===== src/source/soc_pkg.sv =====
package soc_pkg;

	localparam int DATA_W = 32;
	localparam int ADDR_W = 32;
	localparam int LED_W = 10;

	typedef logic [DATA_W-1:0] word_t;
	typedef logic [ADDR_W-1:0] addr_t;

	// Top address nibble
	typedef enum logic [3:0] {
		REGION_RAM = 4'h2,
		REGION_BRIDGE = 4'h5
	} region_e;

	// Peripheral select nibble behind the bridge
	typedef enum logic [3:0] {
		DEV_TIMER = 4'h5,
		DEV_SYSREG = 4'h9
	} device_e;

	typedef enum logic [1:0] {
		MASTER_NONE = 2'd0,
		MASTER_IBUS = 2'd1,
		MASTER_DBUS = 2'd2,
		MASTER_DMA = 2'd3
	} master_e;

	typedef enum logic [3:0] {
		TIMER_COUNT = 4'd0,
		TIMER_COMPARE = 4'd1
	} timer_reg_e;

	typedef enum logic [3:0] {
		SYSREG_DEVICE_ID = 4'd0,
		SYSREG_RAM_SIZE = 4'd1,
		SYSREG_LEDS = 4'd2
	} sysreg_e;

endpackage


===== src/source/bus_if.sv =====
interface bus_if import soc_pkg::*; ();

	logic request;
	logic rw;
	addr_t address;
	word_t wdata;
	word_t rdata;
	logic ready;
	master_e source;

	modport master (
		output request, rw, address, wdata, source,
		input rdata, ready
	);

	modport slave (
		input request, rw, address, wdata, source,
		output rdata, ready
	);

endinterface


===== src/source/timer.sv =====
module timer import soc_pkg::*; (
	input logic clock,
	input logic i_rst,
	input logic i_request,
	input logic i_rw,
	input timer_reg_e i_index,
	input word_t i_wdata,
	output word_t o_rdata,
	output logic o_ready,
	output logic o_interrupt
);

	word_t count;
	word_t compare;
	logic access;

	assign access = i_request && !o_ready;

	always_ff @(posedge clock) begin
		if (i_rst) begin
			count <= '0;
			compare <= '1;
			o_ready <= 1'b0;
		end else begin
			count <= count + 1'b1;
			o_ready <= access;
			// Counter itself is read only
			if (access && i_rw && i_index == TIMER_COMPARE)
				compare <= i_wdata;
		end
	end

	always_ff @(posedge clock) begin
		if (access) begin
			case (i_index)
				TIMER_COUNT: o_rdata <= count;
				TIMER_COMPARE: o_rdata <= compare;
				default: o_rdata <= '0;
			endcase
		end
	end

	// Level stays up until compare moves past the counter
	assign o_interrupt = count >= compare;

endmodule


===== src/source/system_registers.sv =====
module system_registers import soc_pkg::*; #(
	parameter int RAM_BYTES = 4096,
	parameter int DEVICE_ID = 1
) (
	input logic clock,
	input logic i_rst,
	input logic i_request,
	input logic i_rw,
	input sysreg_e i_index,
	input word_t i_wdata,
	output word_t o_rdata,
	output logic o_ready,
	output logic [LED_W-1:0] o_leds
);

	logic access;

	assign access = i_request && !o_ready;

	always_ff @(posedge clock) begin
		if (i_rst) begin
			o_ready <= 1'b0;
			o_leds <= '0;
		end else begin
			o_ready <= access;
			if (access && i_rw && i_index == SYSREG_LEDS)
				o_leds <= i_wdata[LED_W-1:0];
		end
	end

	always_ff @(posedge clock) begin
		if (access) begin
			case (i_index)
				SYSREG_DEVICE_ID: o_rdata <= word_t'(DEVICE_ID);
				SYSREG_RAM_SIZE: o_rdata <= word_t'(RAM_BYTES);
				SYSREG_LEDS: o_rdata <= word_t'(o_leds);
				default: o_rdata <= '0;
			endcase
		end
	end

endmodule


===== src/source/periph_bridge.sv =====
module periph_bridge import soc_pkg::*; #(
	parameter int RAM_BYTES = 4096,
	parameter int DEVICE_ID = 1
) (
	input logic clock,
	input logic i_rst,
	bus_if.slave bus,
	output logic [LED_W-1:0] o_leds,
	output logic o_timer_interrupt
);

	typedef enum logic [1:0] {
		BRIDGE_IDLE,
		BRIDGE_FAR,
		BRIDGE_RESPOND
	} bridge_state_e;

	bridge_state_e state;
	logic far_request;
	logic far_rw;
	device_e far_device;
	logic [3:0] far_index;
	word_t far_wdata;
	word_t far_rdata;
	logic far_ready;
	word_t rdata_q;

	logic timer_strobe;
	word_t timer_rdata;
	logic timer_ready;
	logic sysreg_strobe;
	word_t sysreg_rdata;
	logic sysreg_ready;
	logic none_strobe;
	logic none_ready;

	// ====================
	// Near side
	always_ff @(posedge clock) begin
		if (i_rst) begin
			state <= BRIDGE_IDLE;
		end else begin
			case (state)
				BRIDGE_IDLE:
					if (bus.request)
						state <= BRIDGE_FAR;
				BRIDGE_FAR:
					if (far_ready)
						state <= BRIDGE_RESPOND;
				default:
					state <= BRIDGE_IDLE;
			endcase
		end
	end

	always_ff @(posedge clock) begin
		if (state == BRIDGE_IDLE && bus.request) begin
			far_rw <= bus.rw;
			far_device <= device_e'(bus.address[27:24]);
			far_index <= bus.address[5:2];
			far_wdata <= bus.wdata;
		end
		if (state == BRIDGE_FAR && far_ready)
			rdata_q <= far_rdata;
	end

	assign far_request = state == BRIDGE_FAR;
	assign bus.ready = state == BRIDGE_RESPOND;
	assign bus.rdata = rdata_q;

	// ====================
	// Far side decode
	assign timer_strobe = far_request && far_device == DEV_TIMER;
	assign sysreg_strobe = far_request && far_device == DEV_SYSREG;
	assign none_strobe = far_request && !(far_device inside {DEV_TIMER, DEV_SYSREG});

	// Unmapped device still answers a cycle later
	always_ff @(posedge clock) begin
		if (i_rst)
			none_ready <= 1'b0;
		else
			none_ready <= none_strobe && !none_ready;
	end

	timer timer_i (
		.clock(clock),
		.i_rst(i_rst),
		.i_request(timer_strobe),
		.i_rw(far_rw),
		.i_index(timer_reg_e'(far_index)),
		.i_wdata(far_wdata),
		.o_rdata(timer_rdata),
		.o_ready(timer_ready),
		.o_interrupt(o_timer_interrupt)
	);

	system_registers #(
		.RAM_BYTES(RAM_BYTES),
		.DEVICE_ID(DEVICE_ID)
	) system_registers_i (
		.clock(clock),
		.i_rst(i_rst),
		.i_request(sysreg_strobe),
		.i_rw(far_rw),
		.i_index(sysreg_e'(far_index)),
		.i_wdata(far_wdata),
		.o_rdata(sysreg_rdata),
		.o_ready(sysreg_ready),
		.o_leds(o_leds)
	);

	assign far_rdata =
		timer_strobe ? timer_rdata :
		sysreg_strobe ? sysreg_rdata :
		'0;
	assign far_ready = timer_ready || sysreg_ready || none_ready;

	// Devices answer only to a strobe of the previous cycle
	assert property (@(posedge clock) disable iff (i_rst) timer_ready |-> $past(timer_strobe));
	assert property (@(posedge clock) disable iff (i_rst) sysreg_ready |-> $past(sysreg_strobe));

endmodule


===== src/flat_wrapper.sv =====
// flat-port wrapper written by rule: the top's interface ports become plain ports
module periph_bridge_flat import soc_pkg::*;
#(
	parameter int RAM_BYTES = 4096,
	parameter int DEVICE_ID = 1
)
  (clock, i_rst, o_leds, o_timer_interrupt, bus_request, bus_rw, bus_address, bus_wdata, bus_source, bus_rdata, bus_ready);
  bus_if bus_i ();
  input logic clock;
  input logic i_rst;
  output logic [LED_W-1:0] o_leds;
  output logic o_timer_interrupt;
  input wire logic [$bits(bus_i.request)-1:0] bus_request;
  input wire logic [$bits(bus_i.rw)-1:0] bus_rw;
  input wire logic [$bits(bus_i.address)-1:0] bus_address;
  input wire logic [$bits(bus_i.wdata)-1:0] bus_wdata;
  input wire logic [$bits(bus_i.source)-1:0] bus_source;
  output wire logic [$bits(bus_i.rdata)-1:0] bus_rdata;
  output wire logic [$bits(bus_i.ready)-1:0] bus_ready;
  assign bus_i.request = bus_request;
  assign bus_i.rw = bus_rw;
  assign bus_i.address = bus_address;
  assign bus_i.wdata = bus_wdata;
  assign bus_i.source = bus_source;
  assign bus_rdata = bus_i.rdata;
  assign bus_ready = bus_i.ready;
  periph_bridge #(.RAM_BYTES(RAM_BYTES), .DEVICE_ID(DEVICE_ID)) u_core (.clock(clock), .i_rst(i_rst), .bus(bus_i), .o_leds(o_leds), .o_timer_interrupt(o_timer_interrupt));
endmodule

===== config.mk =====
export PLATFORM = sky130hd
export DESIGN_NAME = periph_bridge_flat
export DESIGN_NICKNAME = d
export VERILOG_FILES = /design/src/source/soc_pkg.sv /design/src/source/bus_if.sv /design/src/source/timer.sv /design/src/source/system_registers.sv /design/src/source/periph_bridge.sv /design/src/flat_wrapper.sv
export SDC_FILE = /design/constraint.sdc
export NUM_CORES = 1
export LEC_CHECK = 0
export BUFFER_PORTS_ARGS = -buffer_cell sky130_fd_sc_hd__buf_2
export CAP_MARGIN = 40
export CORE_ASPECT_RATIO = 1.5
export CORE_MARGIN = 2
export CORE_UTILIZATION = 62
export CTS_CLUSTER_SIZE = 16
export DETAILED_ROUTE_END_ITERATION = 10
export PLACE_DENSITY = 0.85
export SYNTH_ARGS = -nofsm -noshare
export SYNTH_HDL_FRONTEND = slang
export SYNTH_HIERARCHICAL = 1
export SYNTH_SLANG_ARGS = --single-unit

===== constraint.sdc =====
create_clock -name clock -period 5.8 [get_ports clock]
set_input_delay 0.29 -clock clock [delete_from_list [all_inputs] [get_ports clock]]
set_output_delay 0.29 -clock clock [all_outputs]
set_load 0.01 [all_outputs]

==> impl_metrics.csv <==
group,metric,value,unit
floorplanning,x_dimension_of_the_die,101.5,um
route,drt_iter0_markers,375,
final_layout,syn2layout_area_growth,12.18,%
sta,timing.slew.headroom,43.85,%
yosys,synth.area.top_cells,"sky130_fd_sc_hd__edfxtp_1 39%, sky130_fd_sc_hd__dfxtp_1 18%, sky130_fd_sc_hd__nand3b_1 5.4%, sky130_fd_sc_hd__ha_1 4.7%, sky130_fd_sc_hd__a211o_1 3.2%",
cts,clkTransAtPathRegs,70,ps
sta,final.min_clock_period,2884,ps
route,routed_wirelength,16770,um
cts,clock_tree.buffer_depth,2,
yosys,synth.most_common_cell,"sky130_fd_sc_hd__edfxtp_1",
global_routing,grt_pass1_wl,26620,um
route,avgViaCountPerCell,5.648,
sta,rsz0062_at_grt,"no",
cts,root_buffer,"sky130_fd_sc_hd__clkbuf_16",
floorplanning,floorplan.initialDensity,63.14,%
yosys,synth.distinct_cells,62,
cts,post_cts.repair.setup_buffers,0,
yosys,postSynthCellCount,751,
yosys,yosysSeqAreaShare,57.33,%
sta,slew_violations,0,
final_layout,antenna_cells,0,
cts,holdBufCountCts,0,
yosys,most_used_dff_post_synth,"sky130_fd_sc_hd__edfxtp_1",
global_routing,global_route_congestion_overflow_total,0,
power_and_ir_drop,power_per_cell_area,288.6,nW/um2
yosys,ys_top_cells_by_count,"116 x sky130_fd_sc_hd__edfxtp_1, 79 x sky130_fd_sc_hd__dfxtp_1, 68 x sky130_fd_sc_hd__nor2_1, 64 x sky130_fd_sc_hd__nand3b_1, 45 x sky130_fd_sc_hd__a21oi_1",
worst_setup_path,critical_path.cell_chain,"inv_1, ha_1, nand2b_1, a31oi_1, o21ai_0, a2111oi_0, buf_1, o21ai_1, buf_2",
global_routing,global_route.usage.total,22.56,%
power_and_ir_drop,worst_ir_drop_vdd,0.1822,mV
yosys,synthArstFlopShare,0,%
cts,cts_num_sinks,195,
final_layout,layout-drive-gt1-share,18.40,%
placement,hpwl,11330,um
worst_setup_path,cp_endpoint_kind,"output port",
min_path,holdCritPathClass,"in2reg",
final_layout,area.sequential,5065,um2
route,drt-pass1-iter-count,6,
min_path,hold_path_depth,1,
final_layout,final.fill_count,946,
final_layout,multi_input_area,3328,um2
placement,port_buffers,87,
yosys,synth_top_cell_area_share,39.43,%
global_routing,pin_count_of_the_biggest_net_entering_global_routing,90,
route,detail-route-antenna-nets,0,
yosys,postSynthRegisterBits,195,
yosys,synth_area_leader_cell,"sky130_fd_sc_hd__edfxtp_1",
placement,globalplace.congestion,0.8601,
worst_setup_path,setup.worst_path.class,"reg2out",
sta,setup-violations-final,0,
final_layout,finalNetCount,927,
route,wire_per_inst,16.30,um
cts,cts_buffers,17,
worst_setup_path,worst_stage_delay_on_the_critical_path,430,ps
floorplanning,die_y,150.2,um
floorplanning,io_pins,114,
yosys,synth_enable_flop_cells,116,
yosys,synthesis.area,8835,um2
sta,totalNegativeSetupSlack,0,ps
yosys,yosysWarnings,6,
sta,fmax,0.3468,GHz
cts,clock_insertion_delay_at_the_later_pin_of_the_skew_report,430,ps
power_and_ir_drop,power.static_leakage,3.899,nW
worst_setup_path,cp.arrival,2590,ps
worst_setup_path,path_max_fanout,6,
yosys,synthesis.area_per_instance,11.76,um2
route,drc,0,
worst_setup_path,rr_worst_depth,9,
floorplanning,rows,53,
sta,hold_violations,0,
sta,final_min_period_over_clock_period,49.72,%
sta,tightestPinTransition,842.3,ps
cts,tritoncts,"yes",
floorplanning,coreArea,13990,um2
cts,cts-resized-gates,0,
floorplanning,fp.dieArea,15240,um2
outcome,status,"finished, final reports clean",
power_and_ir_drop,power.total,2.860,mW
global_routing,grt_antenna_before_repair,0,
worst_setup_path,timing.critical_path.required,5510,ps
sta,final.setup_skew,11.91,ps
cts,htree_levels,4,
run,max_cap_viol_count,0,
global_routing,grt_pass1_vias,5580,
route,detailroute.via_count,5812,
worst_setup_path,sort_of_element_at_the_start_of_the_critical_path,"flop",
worst_setup_path,cp_slowest_cell,"sky130_fd_sc_hd__dfxtp_1",
where the power goes:
| part | switching (mW) | internal, mW | leakage (nW) |
|---|---|---|---|
| Sequential | 0.0226 | 1.51 | 1.71 |
| Clock | 0.511 | 0.685 | 0.299 |
| Combinational | 0.0810 | 0.0536 | 1.89 |
| Total | 0.615 | 2.25 | 3.90 |
layout make-up:
type	count	area share, %
Clock inverter	14	1.780
Sequential cell	195	51.10
Multi-Input combinational cell	471	33.58
Inverter	40	1.515
Clock buffer	18	4.330
Timing Repair Buffer	99	5.264
Tap cell	192	2.424
metrics by stage:
step | util, % | worst slack [ps] | instance area, um2 | std cells | hold slack, ps
after floorplan | - | 1881 | 8910 | 771 | 388.9
after global placement | 66.48 | 3059 | 9301 | 996 | 425.7
after detailed placement | 66.50 | 3000 | 9305 | 997 | 437.7
after CTS | 70.83 | 2919 | 9911 | 1029 | 20.71
after global routing | 70.83 | 2671 | 9911 | 1029 | 15.57
final | 70.83 | 2916 | 9911 | 1029 | 26.50
worst max-delay path, delay by kind of cell (launching register included):
family          cells  cell delay, ps
compound gates      4             860
fa+ha+maj           1             280
buf+inv             3             460
flops               1             430
simple gates        1             140
state kept, by name, summed over array words and instances (netlist names), 2 cells and up:
register and cells:
u_core/timer_i/o_rdata 32, u_core/system_registers_i/o_rdata 11, u_core/timer_i/compare 32, u_core/far_device 4
u_core/state 2, u_core/far_wdata 32, u_core/system_registers_i/o_leds 10, u_core/far_index 4
u_core/bus.rdata 32, u_core/timer_i/count 32
cell families after synthesis:
logic type                 share of synthesized area [%]
DFF                                                57.33
other                                            0.04245
buffers and inverters                              6.175
and+or+nand+nor                                    17.25
muxes                                              1.133
xor gates and xnor gates                           2.677
AOI/OAI and AO/OA                                  10.72
adders and majority gates                          4.674
final timing paths:
check	startpoint	endpoint	slack (ps)
worst max-delay path	u_core/timer_i/count[0]$_SDFF_PP0_	o_timer_interrupt	2920
worst min-delay path	bus_wdata[0]	u_core/far_wdata[0]$_DFFE_PP_	30
worst max register to register	u_core/far_device[1]$_DFFE_PP_	u_core/timer_i/compare[23]$_SDFFE_PP1P_	2930
worst min register to register	u_core/far_wdata[13]$_DFFE_PP_	u_core/timer_i/compare[13]$_SDFFE_PP1P_	450
layout by cell type, fill, tap and decap left out, drive strengths merged, types with 3 or more instances in the layout:
master   count
nand4        8
nor2        68
and2        10
a21o         5
and4         4
or3          5
o21ai        6
ha          33
xor2         8
and3         5
nor3        10
conb        21
nor4b        3
a21oi       45
nand2       14
nand3       14
edfxtp     116
clkbuf      18
nor3b        5
a22o        32
mux2i       10
a211o       32
buf         99
dfxtp       79
nand3b      64
inv         44
nor2b        7
xnor2       19
nand2b      22
nor4         5
a2111oi      3
clkinv       7
bufinv       3
per-layer routing:
metal | wire length, um | part of all wire, % | track usage (%)
met5 | 0 | 0 | 0
met4 | 463 | 2.8 | 8.919
met3 | 669 | 4.0 | 4.689
met2 | 8709 | 52 | 38.97
met1 | 6931 | 41 | 27.41
(Power assumes the default switching activity.)
