$ cat config.mk
export PLATFORM = sky130hd
export DESIGN_NAME = bus_arbiter_flat
export DESIGN_NICKNAME = d
export VERILOG_FILES = /design/src/source/soc_pkg.sv /design/src/source/bus_if.sv /design/src/source/bus_arbiter.sv /design/src/flat_wrapper.sv
export SDC_FILE = /design/constraint.sdc
export NUM_CORES = 1
export LEC_CHECK = 0
export BUFFER_PORTS_ARGS = -buffer_cell sky130_fd_sc_hd__clkbuf_2
export CORE_AREA = 4 4 141 143
export CTS_BUF_LIST = sky130_fd_sc_hd__clkbuf_2 sky130_fd_sc_hd__clkbuf_4 sky130_fd_sc_hd__clkbuf_8
export DETAILED_ROUTE_END_ITERATION = 8
export DIE_AREA = 0 0 145 147
export HOLD_SLACK_MARGIN = 0.06
export SLEW_MARGIN = 20
export SYNTH_ARGS = -nofsm -noshare
export SYNTH_HDL_FRONTEND = slang
export SYNTH_SLANG_ARGS = --single-unit
$ cat constraint.sdc
create_clock -name clock -period 3.74 [get_ports clock]
set_input_delay 0.187 -clock clock [delete_from_list [all_inputs] [get_ports clock]]
set_output_delay 0.187 -clock clock [all_outputs]
set_load 0.05 [all_outputs]
$ cat src/source/soc_pkg.sv
package soc_pkg;

	localparam int DATA_W = 32;
	localparam int ADDR_W = 32;
	localparam int LED_W = 10;

	typedef logic [DATA_W-1:0] word_t;
	typedef logic [ADDR_W-1:0] addr_t;

	// Top address nibble
	typedef enum logic [3:0] {
		REGION_RAM = 4'h2,
		REGION_BRIDGE = 4'h5
	} region_e;

	// Peripheral select nibble behind the bridge
	typedef enum logic [3:0] {
		DEV_TIMER = 4'h5,
		DEV_SYSREG = 4'h9
	} device_e;

	typedef enum logic [1:0] {
		MASTER_NONE = 2'd0,
		MASTER_IBUS = 2'd1,
		MASTER_DBUS = 2'd2,
		MASTER_DMA = 2'd3
	} master_e;

	typedef enum logic [3:0] {
		TIMER_COUNT = 4'd0,
		TIMER_COMPARE = 4'd1
	} timer_reg_e;

	typedef enum logic [3:0] {
		SYSREG_DEVICE_ID = 4'd0,
		SYSREG_RAM_SIZE = 4'd1,
		SYSREG_LEDS = 4'd2
	} sysreg_e;

endpackage

$ cat src/source/bus_if.sv
interface bus_if import soc_pkg::*; ();

	logic request;
	logic rw;
	addr_t address;
	word_t wdata;
	word_t rdata;
	logic ready;
	master_e source;

	modport master (
		output request, rw, address, wdata, source,
		input rdata, ready
	);

	modport slave (
		input request, rw, address, wdata, source,
		output rdata, ready
	);

endinterface

$ cat src/source/bus_arbiter.sv
module bus_arbiter import soc_pkg::*; (
	input logic clock,
	input logic i_rst,

	input logic i_ibus_request,
	input addr_t i_ibus_address,
	output word_t o_ibus_rdata,
	output logic o_ibus_ready,

	input logic i_dbus_request,
	input logic i_dbus_rw,
	input addr_t i_dbus_address,
	input word_t i_dbus_wdata,
	output word_t o_dbus_rdata,
	output logic o_dbus_ready,

	input logic i_dma_request,
	input logic i_dma_rw,
	input addr_t i_dma_address,
	input word_t i_dma_wdata,
	output word_t o_dma_rdata,
	output logic o_dma_ready,

	bus_if.master bus
);

	typedef enum logic [1:0] {
		ARB_IDLE,
		ARB_BUSY,
		ARB_RESPOND
	} arb_state_e;

	arb_state_e state;
	master_e grant;
	logic request_q;
	logic rw_q;
	addr_t address_q;
	word_t wdata_q;
	word_t rdata_q;
	logic ibus_ready_q;
	logic dbus_ready_q;
	logic dma_ready_q;

	always_ff @(posedge clock) begin
		if (i_rst) begin
			state <= ARB_IDLE;
			grant <= MASTER_NONE;
			request_q <= 1'b0;
			ibus_ready_q <= 1'b0;
			dbus_ready_q <= 1'b0;
			dma_ready_q <= 1'b0;
		end else begin
			case (state)
				ARB_IDLE: begin
					// Fixed priority, ibus first
					if (i_ibus_request) begin
						grant <= MASTER_IBUS;
						request_q <= 1'b1;
						state <= ARB_BUSY;
					end else if (i_dbus_request) begin
						grant <= MASTER_DBUS;
						request_q <= 1'b1;
						state <= ARB_BUSY;
					end else if (i_dma_request) begin
						grant <= MASTER_DMA;
						request_q <= 1'b1;
						state <= ARB_BUSY;
					end
				end
				ARB_BUSY: begin
					if (bus.ready) begin
						request_q <= 1'b0;
						ibus_ready_q <= grant == MASTER_IBUS;
						dbus_ready_q <= grant == MASTER_DBUS;
						dma_ready_q <= grant == MASTER_DMA;
						state <= ARB_RESPOND;
					end
				end
				default: begin
					// Master sees its ready pulse here
					ibus_ready_q <= 1'b0;
					dbus_ready_q <= 1'b0;
					dma_ready_q <= 1'b0;
					grant <= MASTER_NONE;
					state <= ARB_IDLE;
				end
			endcase
		end
	end

	// Latched transaction of the granted master
	always_ff @(posedge clock) begin
		if (state == ARB_IDLE) begin
			if (i_ibus_request) begin
				rw_q <= 1'b0;
				address_q <= i_ibus_address;
				wdata_q <= '0;
			end else if (i_dbus_request) begin
				rw_q <= i_dbus_rw;
				address_q <= i_dbus_address;
				wdata_q <= i_dbus_wdata;
			end else begin
				rw_q <= i_dma_rw;
				address_q <= i_dma_address;
				wdata_q <= i_dma_wdata;
			end
		end
		if (state == ARB_BUSY && bus.ready)
			rdata_q <= bus.rdata;
	end

	assign bus.request = request_q;
	assign bus.rw = rw_q;
	assign bus.address = address_q;
	assign bus.wdata = wdata_q;
	assign bus.source = grant;

	assign o_ibus_rdata = rdata_q;
	assign o_dbus_rdata = rdata_q;
	assign o_dma_rdata = rdata_q;
	assign o_ibus_ready = ibus_ready_q;
	assign o_dbus_ready = dbus_ready_q;
	assign o_dma_ready = dma_ready_q;

	// A master only gets ready for the request it is still holding
	assert property (@(posedge clock) disable iff (i_rst) o_ibus_ready |-> i_ibus_request);
	assert property (@(posedge clock) disable iff (i_rst) o_dbus_ready |-> i_dbus_request);
	assert property (@(posedge clock) disable iff (i_rst) o_dma_ready |-> i_dma_request);

endmodule

$ cat src/flat_wrapper.sv
// flat-port wrapper written by rule: the top's interface ports become plain ports
module bus_arbiter_flat import soc_pkg::*;
  (clock, i_rst, i_ibus_request, i_ibus_address, o_ibus_rdata, o_ibus_ready, i_dbus_request, i_dbus_rw, i_dbus_address, i_dbus_wdata, o_dbus_rdata, o_dbus_ready, i_dma_request, i_dma_rw, i_dma_address, i_dma_wdata, o_dma_rdata, o_dma_ready, bus_request, bus_rw, bus_address, bus_wdata, bus_source, bus_rdata, bus_ready);
  bus_if bus_i ();
  input logic clock;
  input logic i_rst;
  input logic i_ibus_request;
  input addr_t i_ibus_address;
  output word_t o_ibus_rdata;
  output logic o_ibus_ready;
  input logic i_dbus_request;
  input logic i_dbus_rw;
  input addr_t i_dbus_address;
  input word_t i_dbus_wdata;
  output word_t o_dbus_rdata;
  output logic o_dbus_ready;
  input logic i_dma_request;
  input logic i_dma_rw;
  input addr_t i_dma_address;
  input word_t i_dma_wdata;
  output word_t o_dma_rdata;
  output logic o_dma_ready;
  output wire logic [$bits(bus_i.request)-1:0] bus_request;
  output wire logic [$bits(bus_i.rw)-1:0] bus_rw;
  output wire logic [$bits(bus_i.address)-1:0] bus_address;
  output wire logic [$bits(bus_i.wdata)-1:0] bus_wdata;
  output wire logic [$bits(bus_i.source)-1:0] bus_source;
  input wire logic [$bits(bus_i.rdata)-1:0] bus_rdata;
  input wire logic [$bits(bus_i.ready)-1:0] bus_ready;
  assign bus_request = bus_i.request;
  assign bus_rw = bus_i.rw;
  assign bus_address = bus_i.address;
  assign bus_wdata = bus_i.wdata;
  assign bus_source = bus_i.source;
  assign bus_i.rdata = bus_rdata;
  assign bus_i.ready = bus_ready;
  bus_arbiter u_core (.clock(clock), .i_rst(i_rst), .i_ibus_request(i_ibus_request), .i_ibus_address(i_ibus_address), .o_ibus_rdata(o_ibus_rdata), .o_ibus_ready(o_ibus_ready), .i_dbus_request(i_dbus_request), .i_dbus_rw(i_dbus_rw), .i_dbus_address(i_dbus_address), .i_dbus_wdata(i_dbus_wdata), .o_dbus_rdata(o_dbus_rdata), .o_dbus_ready(o_dbus_ready), .i_dma_request(i_dma_request), .i_dma_rw(i_dma_rw), .i_dma_address(i_dma_address), .i_dma_wdata(i_dma_wdata), .o_dma_rdata(o_dma_rdata), .o_dma_ready(o_dma_ready), .bus(bus_i));
endmodule
==> run_summary.xml <==
<?xml version="1.0" encoding="UTF-8"?>
<metrics>
  <group name="clocking">
    <metric name="worstSkewPairLatency" unit="ns">0.37</metric>
    <metric name="cts_max_level" unit="">3</metric>
    <metric name="post_cts_sizing_count" unit="">0</metric>
    <metric name="clock-root-buffer" unit="">sky130_fd_sc_hd__clkbuf_8</metric>
    <metric name="cts.sink_count" unit="">105</metric>
    <metric name="path_clk_slew" unit="ns">0.10</metric>
    <metric name="tritoncts.num_buffers" unit="">9</metric>
    <metric name="maximum_clock_insertion_buffer_count" unit="">2</metric>
    <metric name="tritoncts" unit="">built</metric>
    <metric name="post_cts.repair.setup_buffers" unit="">0</metric>
  </group>
  <group name="floorplanning">
    <metric name="die-area" unit="sq um">21300</metric>
    <metric name="fp.dieW" unit="microns">145</metric>
    <metric name="core_area" unit="sq um">18600</metric>
    <metric name="die_height" unit="microns">147</metric>
    <metric name="floorplan.initialDensity" unit="">0.265</metric>
    <metric name="number_of_ports_placed_on_the_die_boundary" unit="">367</metric>
    <metric name="num_rows" unit="">50</metric>
  </group>
  <group name="setup_path">
    <metric name="critical_path.n_buffers_inverters" unit="">1</metric>
    <metric name="timing.setup.critical_path_class" unit="">flop to flop</metric>
    <metric name="cpMaxStageDelayCell" unit="">sky130_fd_sc_hd__nor2_4</metric>
    <metric name="critPathLaunchType" unit="">flop</metric>
    <metric name="critPathRequiredTime" unit="ns">3.81</metric>
    <metric name="regToRegSetupSlack" unit="ns">1.87</metric>
    <metric name="critical_path.max_fanout" unit="">38</metric>
    <metric name="crit_path_launch" unit="">u_core.state[0]</metric>
    <metric name="worst_path_largest_cell_delay" unit="ns">0.76</metric>
    <metric name="worstPathCellList" unit="">nor2_4 &gt; buf_12</metric>
    <metric name="critical_path.top_delay_family" unit="">simple AND/OR/NAND/NOR gates</metric>
    <metric name="worst-endpoint-arrival" unit="ns">1.93</metric>
    <metric name="worstSetupEndpointType" unit="">flop</metric>
    <metric name="reg2reg_from" unit="">u_core.state[0]</metric>
  </group>
  <group name="final_layout">
    <metric name="final_cells" unit="">956</metric>
    <metric name="finalInstanceArea" unit="sq um">7090</metric>
    <metric name="drive_above_1_share" unit="">0.541</metric>
    <metric name="layout_common_cells" unit="">sky130_fd_sc_hd__clkbuf_2 (364), sky130_fd_sc_hd__edfxtp_1 (97), sky130_fd_sc_hd__mux2i_1 (65), sky130_fd_sc_hd__dlygate4sd3_1 (40), sky130_fd_sc_hd__nor2_1 (38)</metric>
    <metric name="nFillCells" unit="">1839</metric>
    <metric name="num-nets-final" unit="">916</metric>
    <metric name="utilization_of_the_core_after_routing" unit="">0.382</metric>
    <metric name="leading_cell_type_in_the_layout_fill_and_taps_excluded" unit="">sky130_fd_sc_hd__clkbuf_2</metric>
    <metric name="area.growth.synth_to_final" unit="%">44.2</metric>
  </group>
  <group name="global_routing">
    <metric name="grt-ovfl-total" unit="">0</metric>
    <metric name="number_of_global_route_vias_before_repair" unit="">4123</metric>
    <metric name="grt_first_pass_wirelength" unit="microns">23700</metric>
    <metric name="antenna_found_initial" unit="">1</metric>
    <metric name="grt_max_degree" unit="">101</metric>
    <metric name="grt_usage" unit="">0.143</metric>
  </group>
  <group name="synth">
    <metric name="ys_warns" unit="">0</metric>
    <metric name="netlist_instances" unit="">381</metric>
    <metric name="synth_nets" unit="">581</metric>
    <metric name="post-synth-top-area-fraction" unit="">0.592</metric>
    <metric name="synth_top_cell_by_area" unit="">sky130_fd_sc_hd__edfxtp_1</metric>
    <metric name="post_synth.cell_area_avg" unit="sq um">12.9</metric>
    <metric name="synth_cell_types" unit="">25</metric>
    <metric name="post_synth_instance_area" unit="sq um">4920</metric>
    <metric name="ys_seq_area_frac" unit="">0.625</metric>
    <metric name="synth-seq-cells" unit="">105</metric>
    <metric name="netlist_top_cells_area" unit="">sky130_fd_sc_hd__edfxtp_1 (59%), sky130_fd_sc_hd__mux2i_1 (13%), sky130_fd_sc_hd__buf_4 (10%)</metric>
  </group>
  <group name="sta">
    <metric name="worstMarginPinSlew" unit="ns">0.921</metric>
    <metric name="max_freq" unit="MHz">536</metric>
    <metric name="grt_setup_unrepaired" unit="">no</metric>
    <metric name="max_slew_margin" unit="">0.386</metric>
    <metric name="timing_hold_violations_final" unit="">0</metric>
    <metric name="timing.final.crit_period" unit="ns">1.87</metric>
    <metric name="setup_viol" unit="">0</metric>
    <metric name="pins_over_their_slew_limit" unit="">0</metric>
    <metric name="min_period_over_period" unit="">0.499</metric>
    <metric name="fin_skew" unit="ns">0.00808</metric>
    <metric name="setup-tns-final" unit="ns">0</metric>
  </group>
  <group name="placement">
    <metric name="gp_congestion" unit="">0.787</metric>
    <metric name="io_buffers" unit="">366</metric>
    <metric name="placedCellCount" unit="">899</metric>
    <metric name="post_dp_cell_area" unit="sq um">6460</metric>
    <metric name="detailedPlacementHpwl" unit="microns">12000</metric>
  </group>
  <group name="power">
    <metric name="irDropWorstVdd" unit="uV">209</metric>
    <metric name="p_total" unit="mW">3.16</metric>
    <metric name="cellLeakagePower" unit="nW">3.48</metric>
    <metric name="power_density" unit="nW/um^2">445</metric>
  </group>
  <group name="routing">
    <metric name="initial_detailed_routing_violation_count" unit="">133</metric>
    <metric name="post_drt_wl_per_cell" unit="microns">16.3</metric>
    <metric name="post_drt_via_cell_ratio" unit="">4.21</metric>
    <metric name="routed_wl" unit="microns">15600</metric>
    <metric name="antenna_violating_nets_post_route" unit="">0</metric>
    <metric name="number_of_search_and_repair_iterations_in_the_first_detailed_routing_pass" unit="">5</metric>
    <metric name="drc" unit="">0</metric>
    <metric name="routed-via-count" unit="">4021</metric>
  </group>
  <group name="flow_run">
    <metric name="max-cap-violations" unit="">0</metric>
  </group>
  <group name="hold_path">
    <metric name="hold_path.class" unit="">input pin to flop</metric>
    <metric name="timing.hold.worst.start" unit="">i_ibus_address[19]</metric>
  </group>
  <group name="outcome">
    <metric name="outcome" unit="">finished, final reports clean</metric>
  </group>
</metrics>
metal layers:
layer	wire [microns]	GRT usage
met2	8110	0.259
met1	5600	0.147
met5	0	0
met4	357	0.0551
met3	1540	0.0580
metrics by stage:
| stage | hold slack, ns | setup WS [ns] |
|---|---|---|
| 5_1_grt | 0.0807 | 1.69 |
| 3_5_place_dp | 0.366 | 1.82 |
| 3_3_place_gp | 0.364 | 1.85 |
| 6_report | 0.0897 | 1.87 |
| 2_1_floorplan | 0.256 | 0.0329 |
| 4_1_cts | 0.0609 | 1.80 |
final timing paths:
| path | end | depth (start not counted) |
|---|---|---|
| min reg2reg | u_core.o_ibus_ready | 2 |
| max | u_core.bus.address[18] | 2 |
| max reg2reg | u_core.bus.address[18] | 2 |
| min | u_core.bus.address[19] | 3 |
state kept, by name, indices dropped and copies added, names as in the netlist:
register / flops
u_core.state: 2
u_core.bus.wdata: 32
u_core.bus.address: 32
u_core.o_dma_ready: 1
u_core.bus.request: 1
u_core.bus.source: 2
u_core.o_dbus_ready: 1
u_core.o_dbus_rdata: 32
u_core.o_ibus_ready: 1
u_core.bus.rw: 1
cell families (layout without fill, tap and decap cells):
group                  Yosys count  count (layout)  synth area share
DFF                            105             105             0.625
and+or+nand+nor                 82              82            0.0667
other                            0               1                 0
AOI/OAI and AO/OA               42              42            0.0461
buffers and inverters           87             427             0.130
muxes                           65              65             0.132
cells in the mapped netlist:
library cell and n:
sky130_fd_sc_hd__nor4_1 1, sky130_fd_sc_hd__or3_1 1, sky130_fd_sc_hd__buf_6 5, sky130_fd_sc_hd__nor2_1 40, sky130_fd_sc_hd__dfxtp_1 8, sky130_fd_sc_hd__o221a_2 1, sky130_fd_sc_hd__nand2_4 1, sky130_fd_sc_hd__or2_2 1
sky130_fd_sc_hd__buf_4 66, sky130_fd_sc_hd__a221oi_1 1, sky130_fd_sc_hd__inv_2 1, sky130_fd_sc_hd__mux2i_1 65, sky130_fd_sc_hd__a21oi_1 5, sky130_fd_sc_hd__buf_1 1, sky130_fd_sc_hd__clkbuf_1 6, sky130_fd_sc_hd__nand2_1 36
sky130_fd_sc_hd__buf_2 4, sky130_fd_sc_hd__o31ai_1 1, sky130_fd_sc_hd__inv_1 2, sky130_fd_sc_hd__edfxtp_1 97, sky130_fd_sc_hd__buf_8 2, sky130_fd_sc_hd__a21boi_0 1, sky130_fd_sc_hd__o22ai_1 1, sky130_fd_sc_hd__nand4_1 2
sky130_fd_sc_hd__o21ai_0 32
repair_timing:
item,4_1_cts,5_1_grt
endpoints found under the setup margin,0,0
hold endpoints to repair,40,0
hold buffers,40,0
where the power goes:
group | total [mW] | internal, mW | switching, mW
Sequential | 1.46 | 1.41 | 0.0480
Combinational | 0.891 | 0.239 | 0.652
Clock | 0.806 | 0.395 | 0.412
tightest hold or removal path: stages:
cell and delay (ns):
sky130_fd_sc_hd__clkbuf_2 0.07, sky130_fd_sc_hd__nand2_1 0.04, sky130_fd_sc_hd__o21ai_0 0.06
layout make-up:
cell class                 instances  area (sq um)  share of cell area
inverter                           3          11.3             0.00159
timing repair buffer             408          2270               0.320
clock buffer                      10           131              0.0185
antenna                            1          2.50            0.000353
multi-input combinational        189          1210               0.171
sequential                       105          3070               0.433
clock inverter                     6          97.6              0.0138
tap                              234           293              0.0413
Power figures use the tool's default switching activity.
