`src/source/soc_pkg.sv`:
```
package soc_pkg;

	localparam int DATA_W = 32;
	localparam int ADDR_W = 32;
	localparam int LED_W = 10;

	typedef logic [DATA_W-1:0] word_t;
	typedef logic [ADDR_W-1:0] addr_t;

	// Top address nibble
	typedef enum logic [3:0] {
		REGION_RAM = 4'h2,
		REGION_BRIDGE = 4'h5
	} region_e;

	// Peripheral select nibble behind the bridge
	typedef enum logic [3:0] {
		DEV_TIMER = 4'h5,
		DEV_SYSREG = 4'h9
	} device_e;

	typedef enum logic [1:0] {
		MASTER_NONE = 2'd0,
		MASTER_IBUS = 2'd1,
		MASTER_DBUS = 2'd2,
		MASTER_DMA = 2'd3
	} master_e;

	typedef enum logic [3:0] {
		TIMER_COUNT = 4'd0,
		TIMER_COMPARE = 4'd1
	} timer_reg_e;

	typedef enum logic [3:0] {
		SYSREG_DEVICE_ID = 4'd0,
		SYSREG_RAM_SIZE = 4'd1,
		SYSREG_LEDS = 4'd2
	} sysreg_e;

endpackage

```
`src/source/bus_if.sv`:
```
interface bus_if import soc_pkg::*; ();

	logic request;
	logic rw;
	addr_t address;
	word_t wdata;
	word_t rdata;
	logic ready;
	master_e source;

	modport master (
		output request, rw, address, wdata, source,
		input rdata, ready
	);

	modport slave (
		input request, rw, address, wdata, source,
		output rdata, ready
	);

endinterface

```
`src/source/bus_decoder.sv`:
```
module bus_decoder import soc_pkg::*; (
	input logic clock,
	input logic i_rst,

	bus_if.slave cpu,
	bus_if.master ram,
	bus_if.master bridge,

	output logic o_bus_fault,
	output addr_t o_bus_fault_address,
	output master_e o_bus_fault_source
);

	region_e region;
	logic ram_select;
	logic bridge_select;
	logic fault_select;
	logic fault_ready;

	assign region = region_e'(cpu.address[31:28]);
	assign ram_select = region == REGION_RAM;
	assign bridge_select = region == REGION_BRIDGE;
	assign fault_select = !ram_select && !bridge_select;

	// ====================
	// Downstream requests, region nibble removed
	assign ram.request = cpu.request && ram_select;
	assign ram.rw = cpu.rw;
	assign ram.address = {4'h0, cpu.address[27:0]};
	assign ram.wdata = cpu.wdata;
	assign ram.source = cpu.source;

	assign bridge.request = cpu.request && bridge_select;
	assign bridge.rw = cpu.rw;
	assign bridge.address = {4'h0, cpu.address[27:0]};
	assign bridge.wdata = cpu.wdata;
	assign bridge.source = cpu.source;

	// ====================
	// Response mux
	assign cpu.rdata =
		ram_select ? ram.rdata :
		bridge_select ? bridge.rdata :
		'0;

	assign cpu.ready =
		ram_select ? ram.ready :
		bridge_select ? bridge.ready :
		fault_ready;

	// Unmapped regions close in one cycle so no master hangs
	always_ff @(posedge clock) begin
		if (i_rst)
			fault_ready <= 1'b0;
		else
			fault_ready <= cpu.request && fault_select && !fault_ready;
	end

	always_ff @(posedge clock) begin
		if (cpu.request && fault_select && !fault_ready) begin
			o_bus_fault_address <= cpu.address;
			o_bus_fault_source <= cpu.source;
		end
	end

	assign o_bus_fault = fault_ready;

endmodule

```
`src/flat_wrapper.sv`:
```
// flat-port wrapper written by rule: the top's interface ports become plain ports
module bus_decoder_flat import soc_pkg::*;
  (clock, i_rst, o_bus_fault, o_bus_fault_address, o_bus_fault_source, cpu_request, cpu_rw, cpu_address, cpu_wdata, cpu_source, cpu_rdata, cpu_ready, ram_request, ram_rw, ram_address, ram_wdata, ram_source, ram_rdata, ram_ready, bridge_request, bridge_rw, bridge_address, bridge_wdata, bridge_source, bridge_rdata, bridge_ready);
  bus_if cpu_i ();
  bus_if ram_i ();
  bus_if bridge_i ();
  input logic clock;
  input logic i_rst;
  output logic o_bus_fault;
  output addr_t o_bus_fault_address;
  output master_e o_bus_fault_source;
  input wire logic [$bits(cpu_i.request)-1:0] cpu_request;
  input wire logic [$bits(cpu_i.rw)-1:0] cpu_rw;
  input wire logic [$bits(cpu_i.address)-1:0] cpu_address;
  input wire logic [$bits(cpu_i.wdata)-1:0] cpu_wdata;
  input wire logic [$bits(cpu_i.source)-1:0] cpu_source;
  output wire logic [$bits(cpu_i.rdata)-1:0] cpu_rdata;
  output wire logic [$bits(cpu_i.ready)-1:0] cpu_ready;
  output wire logic [$bits(ram_i.request)-1:0] ram_request;
  output wire logic [$bits(ram_i.rw)-1:0] ram_rw;
  output wire logic [$bits(ram_i.address)-1:0] ram_address;
  output wire logic [$bits(ram_i.wdata)-1:0] ram_wdata;
  output wire logic [$bits(ram_i.source)-1:0] ram_source;
  input wire logic [$bits(ram_i.rdata)-1:0] ram_rdata;
  input wire logic [$bits(ram_i.ready)-1:0] ram_ready;
  output wire logic [$bits(bridge_i.request)-1:0] bridge_request;
  output wire logic [$bits(bridge_i.rw)-1:0] bridge_rw;
  output wire logic [$bits(bridge_i.address)-1:0] bridge_address;
  output wire logic [$bits(bridge_i.wdata)-1:0] bridge_wdata;
  output wire logic [$bits(bridge_i.source)-1:0] bridge_source;
  input wire logic [$bits(bridge_i.rdata)-1:0] bridge_rdata;
  input wire logic [$bits(bridge_i.ready)-1:0] bridge_ready;
  assign cpu_i.request = cpu_request;
  assign cpu_i.rw = cpu_rw;
  assign cpu_i.address = cpu_address;
  assign cpu_i.wdata = cpu_wdata;
  assign cpu_i.source = cpu_source;
  assign cpu_rdata = cpu_i.rdata;
  assign cpu_ready = cpu_i.ready;
  assign ram_request = ram_i.request;
  assign ram_rw = ram_i.rw;
  assign ram_address = ram_i.address;
  assign ram_wdata = ram_i.wdata;
  assign ram_source = ram_i.source;
  assign ram_i.rdata = ram_rdata;
  assign ram_i.ready = ram_ready;
  assign bridge_request = bridge_i.request;
  assign bridge_rw = bridge_i.rw;
  assign bridge_address = bridge_i.address;
  assign bridge_wdata = bridge_i.wdata;
  assign bridge_source = bridge_i.source;
  assign bridge_i.rdata = bridge_rdata;
  assign bridge_i.ready = bridge_ready;
  bus_decoder u_core (.clock(clock), .i_rst(i_rst), .cpu(cpu_i), .ram(ram_i), .bridge(bridge_i), .o_bus_fault(o_bus_fault), .o_bus_fault_address(o_bus_fault_address), .o_bus_fault_source(o_bus_fault_source));
endmodule
```
`config.mk`:
```
export PLATFORM = sky130hd
export DESIGN_NAME = bus_decoder_flat
export DESIGN_NICKNAME = d
export VERILOG_FILES = /design/src/source/soc_pkg.sv /design/src/source/bus_if.sv /design/src/source/bus_decoder.sv /design/src/flat_wrapper.sv
export SDC_FILE = /design/constraint.sdc
export NUM_CORES = 1
export LEC_CHECK = 0
export BUFFER_PORTS_ARGS = -buffer_cell sky130_fd_sc_hd__buf_2
export CAP_MARGIN = 0
export CORE_AREA = 2 2 133 135
export CTS_CLUSTER_DIAMETER = 50
export DETAILED_ROUTE_END_ITERATION = 12
export DIE_AREA = 0 0 135 137
export SLEW_MARGIN = 5
export SYNTH_ARGS = -nofsm -noshare
export SYNTH_HDL_FRONTEND = slang
export SYNTH_SLANG_ARGS = --single-unit
```
`constraint.sdc`:
```
create_clock -name clock -period 6.9 [get_ports clock]
set_input_delay 1.38 -clock clock [delete_from_list [all_inputs] [get_ports clock]]
set_output_delay 1.38 -clock clock [all_outputs]
set_load 0.005 [all_outputs]
```
==> results of run 1 <==
-- sequential cells by signal (all words and copies together), names as in the netlist --
register	flops
u_core.o_bus_fault_address	32
u_core.o_bus_fault	1
u_core.o_bus_fault_source	2
-- layout by cell type (no fill, tap or decap) --
cell and instances:
a22o_1 32, and2_1 2, buf_2 232, buf_4 3, clkbuf_1 2, clkbuf_16 5, clkinvlp_4 1, conb_1 8
dfxtp_1 1, diode_2 2, edfxtp_1 34, mux2i_1 1, nand2_1 1, nor2b_1 1, nor4b_4 2, nor4bb_4 1
o21ai_1 1
-- worst paths after layout --
path                                              end  slack, ns  cells after the start
max                                     cpu_rdata[14]       2.64                      5
min           u_core.o_bus_fault_address[2]$_DFFE_PP_       0.98                      2
min reg2reg   u_core.o_bus_fault_address[2]$_DFFE_PP_       0.98                      2
max reg2reg  u_core.o_bus_fault_address[13]$_DFFE_PP_       5.45                      2
-- metrics by stage --
step	util (%)	setup slack, ns	hold WS (ns)
detailed placement	17.2	2.60	0.999
floorplan	-	2.82	0.842
global route	18.0	2.52	1.05
finish	18.0	2.64	0.980
CTS	18.0	2.61	1.01
global placement	17.2	2.64	0.994
-- cells by family after synthesis --
family	Yosys count
compound gates	33
buf+inv	141
flops	35
mux	1
other cells	1
simple gates	7
-- power by group through the flow --
| stage | registers [mW] | clock network, mW | logic [mW] |
|---|---|---|---|
| after floorplan | 0.260 | 0 | 0.0809 |
| after global placement | 0.257 | 0 | 0.101 |
| after detailed placement | 0.258 | 0 | 0.101 |
| after CTS | 0.253 | 0.230 | 0.102 |
| after global routing | 0.255 | 0.239 | 0.109 |
| final | 0.253 | 0.219 | 0.0999 |
-- final cells by class --
class | instances | area (µm²)
antenna | 2 | 5.00
clock buffer | 7 | 133
clock inverter | 1 | 7.51
fill | 1878 | 14000
multi-input combinational | 49 | 420
sequential | 35 | 1040
tap | 225 | 282
timing repair buffer | 235 | 1180
-- tightest hold or removal path: cells and delay by family (launching register included) --
kind / cells / cell delay, ns
DFF: 1 / 0.41
buffers and inverters: 1 / 0.27
and+or+nand+nor: 1 / 0.07
-- per-layer routing --
layer	wire length, µm	GRT usage (%)	vias up	share of wire [%]
li1	-	-	831	-
met1	2450	6.54	824	37
met2	3080	10.1	148	46
met3	892	2.15	37	13
met4	184	3.30	2	2.8
met5	11	0	-	0.17
==> results.tsv, run 1 <==
stage	metric	value	unit
status	outcome	finished, final reports clean	
critical_path	crit-path cells	buf_2 > nor4bb_4 > buf_4 > a22o_1 > buf_2	
logic_synthesis	Ys Warns	0	
grt	initial antenna violation count	3	
drt	DRC violations left	0	
sta	fin crit period	4.26	ns
grt	vias in the first global route	1511	
place	placed instance count	544	
critical_path	crit path launch type	input port	
critical_path	CP Max Fanout	25	
floorplan	I/O pin count	340	
layout	share of layout cells above drive strength 1	74.6	%
layout	area grow syn2layout	24.1	%
place	placed cell area	0.00293	mm²
critical_path	CP startpoint	cpu_address[30]	
layout	Layout Cells excl Fill	554	
pwr	pwr/cell area	186	mW/mm²
sta	period utilization	61.7	%
drt	WL/cell	11.9	µm
logic_synthesis	post-synthesis mux area share	0.404	%
floorplan	die height	137	µm
place	I/O Buffers	232	
logic_synthesis	register bit count reported by yosys	35	
pwr	clock share of power	38.3	%
clock_tree	post-CTS sizing	0	
logic_synthesis	Synth Area in Adders	0	%
sta	FMAX	235	MHz
clock_tree	cts hold-fix bufs	0	
logic_synthesis	most frequent cell after synthesis	buf_4	
critical_path	critical path class	in2out	
clock_tree	Clock Tree Buf Depth	2	
clock_tree	TritonCTS buffer count	5	
drt	DR vias	1842	
clock_tree	CTS root buffer	clkbuf_16	
clock_tree	# Post-CTS Setup Buffers	0	
grt	grt total ovfl	0	
logic_synthesis	dominant cell type by area after synthesis	buf_4	
floorplan	Initial Util	14.5	%
pwr	Reg power frac	44.3	%
critical_path	Critical Path RT	5.52	ns
grt	largest net degree at the start of global routing	37	
clock_tree	CTS clk-pin slew, worst paths	0.05	ns
clock_tree	Clock Latency Late Sink	0.28	ns
clock_tree	clk sinks	35	
logic_synthesis	Synth Area in XOR/XNOR	0	%
sta	Final Hold Fails	0	
min_path	worst hold path startpoint	u_core.o_bus_fault$_SDFF_PP0_	
critical_path	CP bufs+invs	3	
drt	TritonRoute pass-1 iters	4	
floorplan	die width	135	µm
pwr	Design Power	0.572	mW
pwr	Gate power share	17.5	%
logic_synthesis	post-synthesis sequential area ratio	42.0	%
logic_synthesis	Primary FF master, synth	edfxtp_1	
clock_tree	deepest level of the CTS H-tree	2	
logic_synthesis	Simple-Gate Fraction of Synth Area	2.88	%
logic_synthesis	Avg Cell Area, Syn	11.4	µm²
min_path	Hold/Removal Path Class	reg2reg	
pwr	Peak VDD IR	0.0678	mV
critical_path	FF-to-FF Start	u_core.o_bus_fault$_SDFF_PP0_	
drt	ANT nets after route	0	
logic_synthesis	largest family of logic cells by synthesized area	buffers and inverters	
place	DP Wirelength	5.43	mm
critical_path	Critical Path Sink Type	output pin	
drt	drt total wl	6.62	mm
logic_synthesis	post-synthesis instance total	218	
floorplan	Core Area	0.0171	mm²
logic_synthesis	share of the synthesized area in the top cell type	41.2	%
sta	RSZ-0062 raised after global routing	no	
layout	fin area	0.00307	mm²
pwr	Internal Power	0.436	mW
logic_synthesis	Post-synth EDFFs	34	
critical_path	crit-path most repeated cell	buf_2	
sta	Worst-Margin Slew	0.713	ns
logic_synthesis	Netlist cell types	15	
critical_path	Largest stage delay, worst path	0.69	ns
floorplan	die area	0.0185	mm²
sta	Final Setup Violations	0	
drt	Avg Vias per Cell	3.32	
logic_synthesis	Async SR Flop Fraction	0	%
pwr	Sw Share	23.8	%
critical_path	critical path's slowest cell	nor4bb_4	
floorplan	row count	48	
logic_synthesis	Mapped Area	0.00248	mm²
place	global placement routability congestion	0.704	
pwr	NetSw	0.136	mW
logic_synthesis	Synth area leaders	buf_4, edfxtp_1, a22o_1	
sta	relative slew slack	52.4	%
pwr	Leak	1.55	nW
grt	GRT Total Usage	5.98	%
logic_synthesis	Commonest cells post-synth	buf_4, edfxtp_1, a22o_1, buf_6	
critical_path	CP top delay family	simple AND/OR/NAND/NOR gates	
sta	TNS Setup	0	ns
grt	first-pass GRT wire length	8.15	mm
sta	clock skew	0.00230	ns
drt	initial detailed-routing violation count	52	
sta	Max Transition Viols Final	0	
job	# Max-Cap Violations	0	
clock_tree	CTS tree	done	
critical_path	critical path arrival	2.88	ns
logic_synthesis	post-synthesis compound-gate area fraction	11.5	%
layout	Final nets	462	
Power figures use the tool's default switching activity.
==> run 2: changes to the inputs <==
ABC_AREA = 1   (was not set)
clock period = 4.1 ns   (was 6.9 ns; I/O delays follow)
==> run 2 against run 1 <==
Against the previous run: count of clock-buffer cells in the layout is 2 lower; global-route usage is 2.3 points higher; via count is 23% higher; largest power group unchanged; non-clock buffer count stayed put; synthesized area is 9.2% higher; largest cell class unchanged; critical path type unchanged; cell area is 6.1% higher; wire length is 32% higher; cell count is 14% higher.
==> results.tsv, run 2 <==
stage	metric	value	unit	change
floorplan	I/O pin count	340		unchanged
sta	Final Setup Violations	0		unchanged
drt	TritonRoute pass-1 iters	4		unchanged
clock_tree	post-CTS sizing	0		unchanged
grt	largest net degree at the start of global routing	36		-2.7%
pwr	Leak	1.74	nW	+12%
critical_path	CP bufs+invs	3		unchanged
place	I/O Buffers	232		unchanged
pwr	Peak VDD IR	0.186	mV	+170%
logic_synthesis	post-synthesis compound-gate area fraction	0.370	%	-11 points
critical_path	Critical Path Sink Type	output pin		
critical_path	Critical Path RT	3.28	ns	-2.24 ns
critical_path	FF-to-FF Start	u_core.o_bus_fault$_SDFF_PP0_		
floorplan	Core Area	0.0171	mm²	unchanged
logic_synthesis	Commonest cells post-synth	buf_4, nand3_1, nand2_1, edfxtp_1		
critical_path	critical path class	in2out		
critical_path	critical path's slowest cell	nor2_4		
grt	GRT Total Usage	8.29	%	+2.3 points
critical_path	CP startpoint	cpu_address[29]		
critical_path	crit-path cells	buf_2 > nor2_4 > buf_4 > nand3_1 > nand2_1 > buf_2		
logic_synthesis	Netlist cell types	13		-2
sta	Max Transition Viols Final	0		unchanged
layout	area grow syn2layout	20.5	%	
sta	period utilization	74.2	%	
layout	Largest Register	u_core.o_bus_fault_address		
sta	RSZ-0062 raised after global routing	no		
sta	FMAX	329	MHz	
logic_synthesis	post-synthesis sequential area ratio	38.5	%	-3.5 points
critical_path	CP Max Fanout	29		+16%
logic_synthesis	Ys Warns	0		unchanged
sta	Final Hold Fails	0		unchanged
logic_synthesis	Synth Area in Adders	0	%	unchanged
clock_tree	CTS clk-pin slew, worst paths	0.06	ns	about the same
sta	worst setup margin	1.06	ns	-1.58 ns
critical_path	Largest stage delay, worst path	0.63	ns	-0.06 ns
pwr	Design Power	1.04	mW	+81%
job	# Max-Cap Violations	0		unchanged
pwr	pwr/cell area	318	mW/mm²	+71%
grt	first-pass GRT wire length	11.2	mm	+38%
floorplan	die width	135	µm	unchanged
floorplan	die area	0.0185	mm²	unchanged
sta	fin crit period	3.04	ns	
drt	initial detailed-routing violation count	84		+62%
place	DP Wirelength	6.99	mm	+29%
logic_synthesis	post-synthesis mux area share	0	%	-0.40 points
logic_synthesis	Synth Area in XOR/XNOR	0	%	unchanged
logic_synthesis	most frequent cell after synthesis	buf_4		
min_path	worst hold path startpoint	u_core.o_bus_fault$_SDFF_PP0_		
drt	WL/cell	13.8	µm	+16%
logic_synthesis	share of the synthesized area in the top cell type	37.8	%	-3.5 points
logic_synthesis	Avg Cell Area, Syn	8.98	µm²	-21%
drt	DRC violations left	0		unchanged
critical_path	critical path arrival	2.22	ns	-0.66 ns
logic_synthesis	Async SR Flop Fraction	0	%	unchanged
layout	commonest non-fill, non-tap cell in the layout	buf_2		
clock_tree	Clock Tree Buf Depth	2		unchanged
logic_synthesis	Primary FF master, synth	edfxtp_1		
logic_synthesis	Post-synth EDFFs	34		unchanged
layout	share of layout cells above drive strength 1	61.1	%	-13 points
logic_synthesis	post-synthesis instance total	301		+38%
critical_path	r2r setup slk	2.71	ns	-2.74 ns
layout	Final nets	540		+17%
clock_tree	TritonCTS buffer count	5		unchanged
clock_tree	# Post-CTS Setup Buffers	0		unchanged
logic_synthesis	Simple-Gate Fraction of Synth Area	19.3	%	+16 points
place	global placement routability congestion	0.746		+6.0%
floorplan	Initial Util	15.9	%	+1.3 points
floorplan	die height	137	µm	unchanged
drt	ANT nets after route	0		unchanged
sta	Worst-Margin Slew	0.829	ns	+0.116 ns
layout	Final Core Density	19.1	%	+1.1 points
logic_synthesis	largest family of logic cells by synthesized area	buffers and inverters		
layout	commonest non-fill, non-tap cells in the layout	buf_2, nand3_1, nand2_1		
logic_synthesis	register bit count reported by yosys	35		unchanged
clock_tree	cts hold-fix bufs	0		unchanged
layout	Fill cells	1927		+2.6%
clock_tree	Clock Latency Late Sink	0.28	ns	about the same
logic_synthesis	Mapped Area	0.00270	mm²	+9.2%
layout	max FFs per register	32		unchanged
clock_tree	CTS tree	done		
logic_synthesis	dominant cell type by area after synthesis	edfxtp_1		
grt	initial antenna violation count	3		unchanged
min_path	Hold/Removal Path Class	reg2reg		
sta	TNS Setup	0	ns	unchanged
grt	vias in the first global route	1855		+23%
place	placed instance count	622		+14%
drt	DR vias	2261		+23%
layout	Layout Cells excl Fill	631		+14%
critical_path	CP top delay family	simple AND/OR/NAND/NOR gates		
logic_synthesis	Synth area leaders	edfxtp_1, buf_4, nand3_1		
sta	relative slew slack	44.6	%	-7.8 points
critical_path	crit path launch type	input port		
clock_tree	CTS root buffer	clkbuf_16		
grt	grt total ovfl	0		unchanged
critical_path	crit-path most repeated cell	buf_2		
drt	Avg Vias per Cell	3.58		+7.8%
drt	drt total wl	8.74	mm	+32%
clock_tree	clk sinks	35		unchanged
status	outcome	finished, final reports clean		
clock_tree	deepest level of the CTS H-tree	2		unchanged
place	DP Worst Slack	1.08	ns	-1.53 ns
floorplan	row count	48		unchanged
sta	clock skew	0.0130	ns	+0.0107 ns
## run 2: cell type report
class / count / area [µm²] / area share (%)
Timing Repair Buffer: 235 / 1180 / 36.3
Antenna cell: 2 / 5.00 / 0.154
Inverter: 6 / 22.5 / 0.691
Tap cell: 225 / 282 / 8.64
Multi-Input combinational cell: 121 / 563 / 17.3
Clock inverter: 2 / 37.5 / 1.15
Clock buffer: 5 / 125 / 3.84
Sequential cell: 35 / 1040 / 31.9
## run 2: layer usage
| layer | share of wire, % | global-route usage (%) |
|---|---|---|
| met5 | 0 | 0 |
| met4 | 4.9 | 5.15 |
| met3 | 10 | 2.07 |
| met2 | 49 | 14.5 |
| met1 | 36 | 9.04 |
## run 2: tightest hold or removal path, cell delays in order (launching register included)
cell     delay, ns
dfxtp_1       0.39
a21oi_1       0.06
nand2_1       0.10
nor2_1        0.04
## run 2: through the flow
step	hold WS, ns	cell area [µm²]
2_1_floorplan	0.535	2730
3_3_place_gp	0.662	3090
3_5_place_dp	0.661	3090
4_1_cts	0.672	3250
5_1_grt	0.686	3260
6_report	0.632	3260
## run 2: where the power goes
group	total (mW)	switching, mW	internal [mW]	leakage (nW)
Sequential	0.426	0.00510	0.420	0.334
Clock	0.426	0.143	0.283	0.0759
Combinational	0.186	0.100	0.0851	1.33
Total	1.04	0.249	0.789	1.74
## run 2: logic make-up after synthesis
logic type	Yosys count
buffers and inverters	152
AOI/OAI and AO/OA	2
and+or+nand+nor	111
DFF	35
other	1
## run 2: path summary, 6_finish.rpt
| check | cells past startpoint | endpoint |
|---|---|---|
| setup / recovery | 6 | cpu_rdata[20] |
| hold / removal | 3 | u_core.o_bus_fault$_SDFF_PP0_ |
| setup reg to reg | 4 | u_core.o_bus_fault_address[1]$_DFFE_PP_ |
| hold reg to reg | 3 | u_core.o_bus_fault$_SDFF_PP0_ |
==> run 3: changes to the inputs <==
clock period = 2.8 ns   (was 4.1 ns; I/O delays follow)
==> run 3 against run 2 <==
Against the previous run: utilization rose by 0.21 points; cell count stayed put; global-route usage decreased by 0.18 points; via count fell by 1.6%; power rose by 46%; largest cell class unchanged; sequential power grew 46%; first-iteration DRC count up 7.1%.
==> results.tsv, run 3 (synthesis results as in run 2) <==
stage	metric	value	unit	change
min_path	worst hold path startpoint	i_rst		
pwr	Peak VDD IR	0.231	mV	+24%
drt	ANT nets after route	0		unchanged
critical_path	Critical Path Sink Type	output pin		
critical_path	Largest stage delay, worst path	0.45	ns	-0.18 ns
sta	Max Transition Viols Final	0		unchanged
layout	commonest non-fill, non-tap cell in the layout	buf_2		
layout	Antenna Cells	0		-2
pwr	Gate power share	18.5	%	+0.6 points
min_path	hold endpoint	u_core.o_bus_fault$_SDFF_PP0_		
clock_tree	TritonCTS buffer count	5		unchanged
grt	first-pass GRT wire length	11.1	mm	-1.3%
drt	initial detailed-routing violation count	90		+7.1%
min_path	Cells on Worst Hold Path	2		-1
drt	wl on met1	3.06	mm	-2.2%
sta	period utilization	82.9	%	
place	DP Wirelength	7.04	mm	+0.77%
critical_path	r2r setup slk	1.56	ns	-1.15 ns
layout	Fill cells	1943		+0.83%
sta	relative slew slack	58.2	%	+14 points
clock_tree	Clock Tree Buf Depth	2		unchanged
clock_tree	CTS tree	done		
layout	max FFs per register	32		unchanged
clock_tree	CTS clk-pin slew, worst paths	0.05	ns	about the same
clock_tree	clk sinks	35		unchanged
pwr	Reg power frac	41.2	%	+0.2 points
grt	GRT Total Usage	8.12	%	-0.18 points
critical_path	crit-path cells	buf_2 > nand2_1 > inv_2 > nand2_1 > nand2_1 > nand3_1 > nand2_1 > buf_2		
job	# Max-Cap Violations	0		unchanged
layout	Reg area	0.00104	mm²	unchanged
critical_path	CP top delay family	buffers and inverters		
floorplan	I/O pin count	340		unchanged
pwr	Internal Power	1.16	mW	+47%
critical_path	R2R Path End	u_core.o_bus_fault_address[10]$_DFFE_PP_		
layout	Largest Register	u_core.o_bus_fault_address		
critical_path	CP Max Fanout	35		+21%
clock_tree	deepest level of the CTS H-tree	2		unchanged
critical_path	Critical Path RT	2.24	ns	-1.04 ns
layout	Final nets	542		+0.37%
place	placed cell area	0.00313	mm²	+1.3%
sta	Final Setup Violations	0		unchanged
clock_tree	# Post-CTS Setup Buffers	0		unchanged
sta	fin crit period	2.32	ns	
grt	grt total ovfl	0		unchanged
sta	Final Hold Fails	0		unchanged
layout	area occupied by multi-input gates	563	µm²	unchanged
floorplan	row count	48		unchanged
floorplan	die width	135	µm	unchanged
drt	drt total wl	8.48	mm	-3.0%
floorplan	die height	137	µm	unchanged
layout	fin area	0.00329	mm²	+1.1%
grt	vias in the first global route	1868		+0.70%
status	outcome	finished, final reports clean		
critical_path	crit path launch type	input port		
layout	share of layout cells above drive strength 1	61.3	%	+0.19 points
critical_path	crit-path most repeated cell	nand2_1		
critical_path	CP bufs+invs	3		unchanged
drt	met2 WL	4.34	mm	+1.2%
pwr	pwr/cell area	459	mW/mm²	+44%
drt	met3 routed WL	801	µm	-9.4%
pwr	NetSw	0.350	mW	+41%
drt	DR vias	2225		-1.6%
sta	TNS Setup	0	ns	unchanged
clock_tree	CTS root buffer	clkbuf_16		
critical_path	critical path class	in2out		
critical_path	critical path arrival	1.76	ns	-0.46 ns
drt	Avg Vias per Cell	3.53		-1.6%
drt	Highest Signal Layer	met4		
pwr	clock share of power	40.2	%	-0.9 points
sta	RSZ-0062 raised after global routing	no		
drt	WL/cell	13.4	µm	-3.0%
drt	TritonRoute pass-1 iters	4		unchanged
grt	largest net degree at the start of global routing	36		unchanged
place	I/O Buffers	232		unchanged
min_path	Hold/Removal Path Class	in2reg		
grt	initial antenna violation count	0		-3
critical_path	R2R depth	4		unchanged
floorplan	Initial Util	15.9	%	unchanged
floorplan	die area	0.0185	mm²	unchanged
sta	Worst-Margin Slew	0.628	ns	-0.201 ns
sta	clock skew	0.00727	ns	-0.00573 ns
place	global placement routability congestion	0.728		-2.4%
critical_path	WP depth	8		+2
critical_path	FF-to-FF Start	u_core.o_bus_fault$_SDFF_PP0_		
pwr	Sw Share	23.2	%	-0.80 points
layout	commonest non-fill, non-tap cells in the layout	buf_2, nand3_1, nand2_1		
clock_tree	post-CTS sizing	0		unchanged
drt	DRC violations left	0		unchanged
sta	FMAX	431	MHz	
clock_tree	Clock Latency Late Sink	0.27	ns	about the same
critical_path	critical path's slowest cell	inv_2		
pwr	Leak	1.76	nW	+1.0%
floorplan	Core Area	0.0171	mm²	unchanged
clock_tree	cts hold-fix bufs	0		unchanged
layout	area grow syn2layout	21.8	%	
[run 3: area by class of cell]
cell class / count / area share [%]
clock buffer: 5 / 3.80
clock inverter: 2 / 1.14
inverter: 6 / 0.684
multi-input combinational: 121 / 17.1
sequential: 35 / 31.6
tap: 225 / 8.55
timing repair buffer: 237 / 37.1
[run 3: metrics by stage]
| step | std cells | total power, mW | hold slack (ns) | setup slack, ns | util, % |
|---|---|---|---|---|---|
| 2_1_floorplan | 308 | 0.866 | 0.535 | 0.869 | - |
| 3_3_place_gp | 624 | 0.919 | 0.697 | 0.463 | 18.4 |
| 3_5_place_dp | 624 | 0.921 | 0.701 | 0.437 | 18.4 |
| 4_1_cts | 631 | 1.54 | 0.430 | 0.432 | 19.3 |
| 5_1_grt | 631 | 1.59 | 0.428 | 0.312 | 19.3 |
| 6_report | 631 | 1.51 | 0.438 | 0.480 | 19.3 |
[run 3: power groups by stage]
stage | registers, mW | logic, mW | clock network [mW]
finish | 0.623 | 0.280 | 0.608
global route | 0.626 | 0.310 | 0.657
CTS | 0.624 | 0.287 | 0.634
detailed placement | 0.634 | 0.286 | 0
global placement | 0.633 | 0.285 | 0
floorplan | 0.640 | 0.226 | 0
[run 3: worst reg2reg max path, cell delays in order, from the launching register on]
cell	delay, ns
dfxtp_1	0.34
a21oi_1	0.12
nand2_1	0.12
inv_1	0.12
buf_12	0.21
[run 3: routing by layer]
metal  vias to the layer above  global-route usage [%]
li1                       1058                       -
met1                       959                    8.94
met2                       172                    14.6
met3                        36                    1.85
met4                         0                    4.22
met5                         -                       0
[run 3: how the worst max path moves through the flow]
stage | startpoint | to | slack, ns
3_5_place_dp | cpu_address[30] | cpu_ready | 0.44
3_3_place_gp | cpu_address[30] | cpu_ready | 0.46
6_report | cpu_address[30] | cpu_ready | 0.48
5_1_grt | cpu_address[30] | cpu_ready | 0.31
2_1_floorplan | cpu_address[30] | u_core.o_bus_fault_address[0]$_DFFE_PP_ | 0.87
4_1_cts | cpu_address[30] | cpu_ready | 0.43
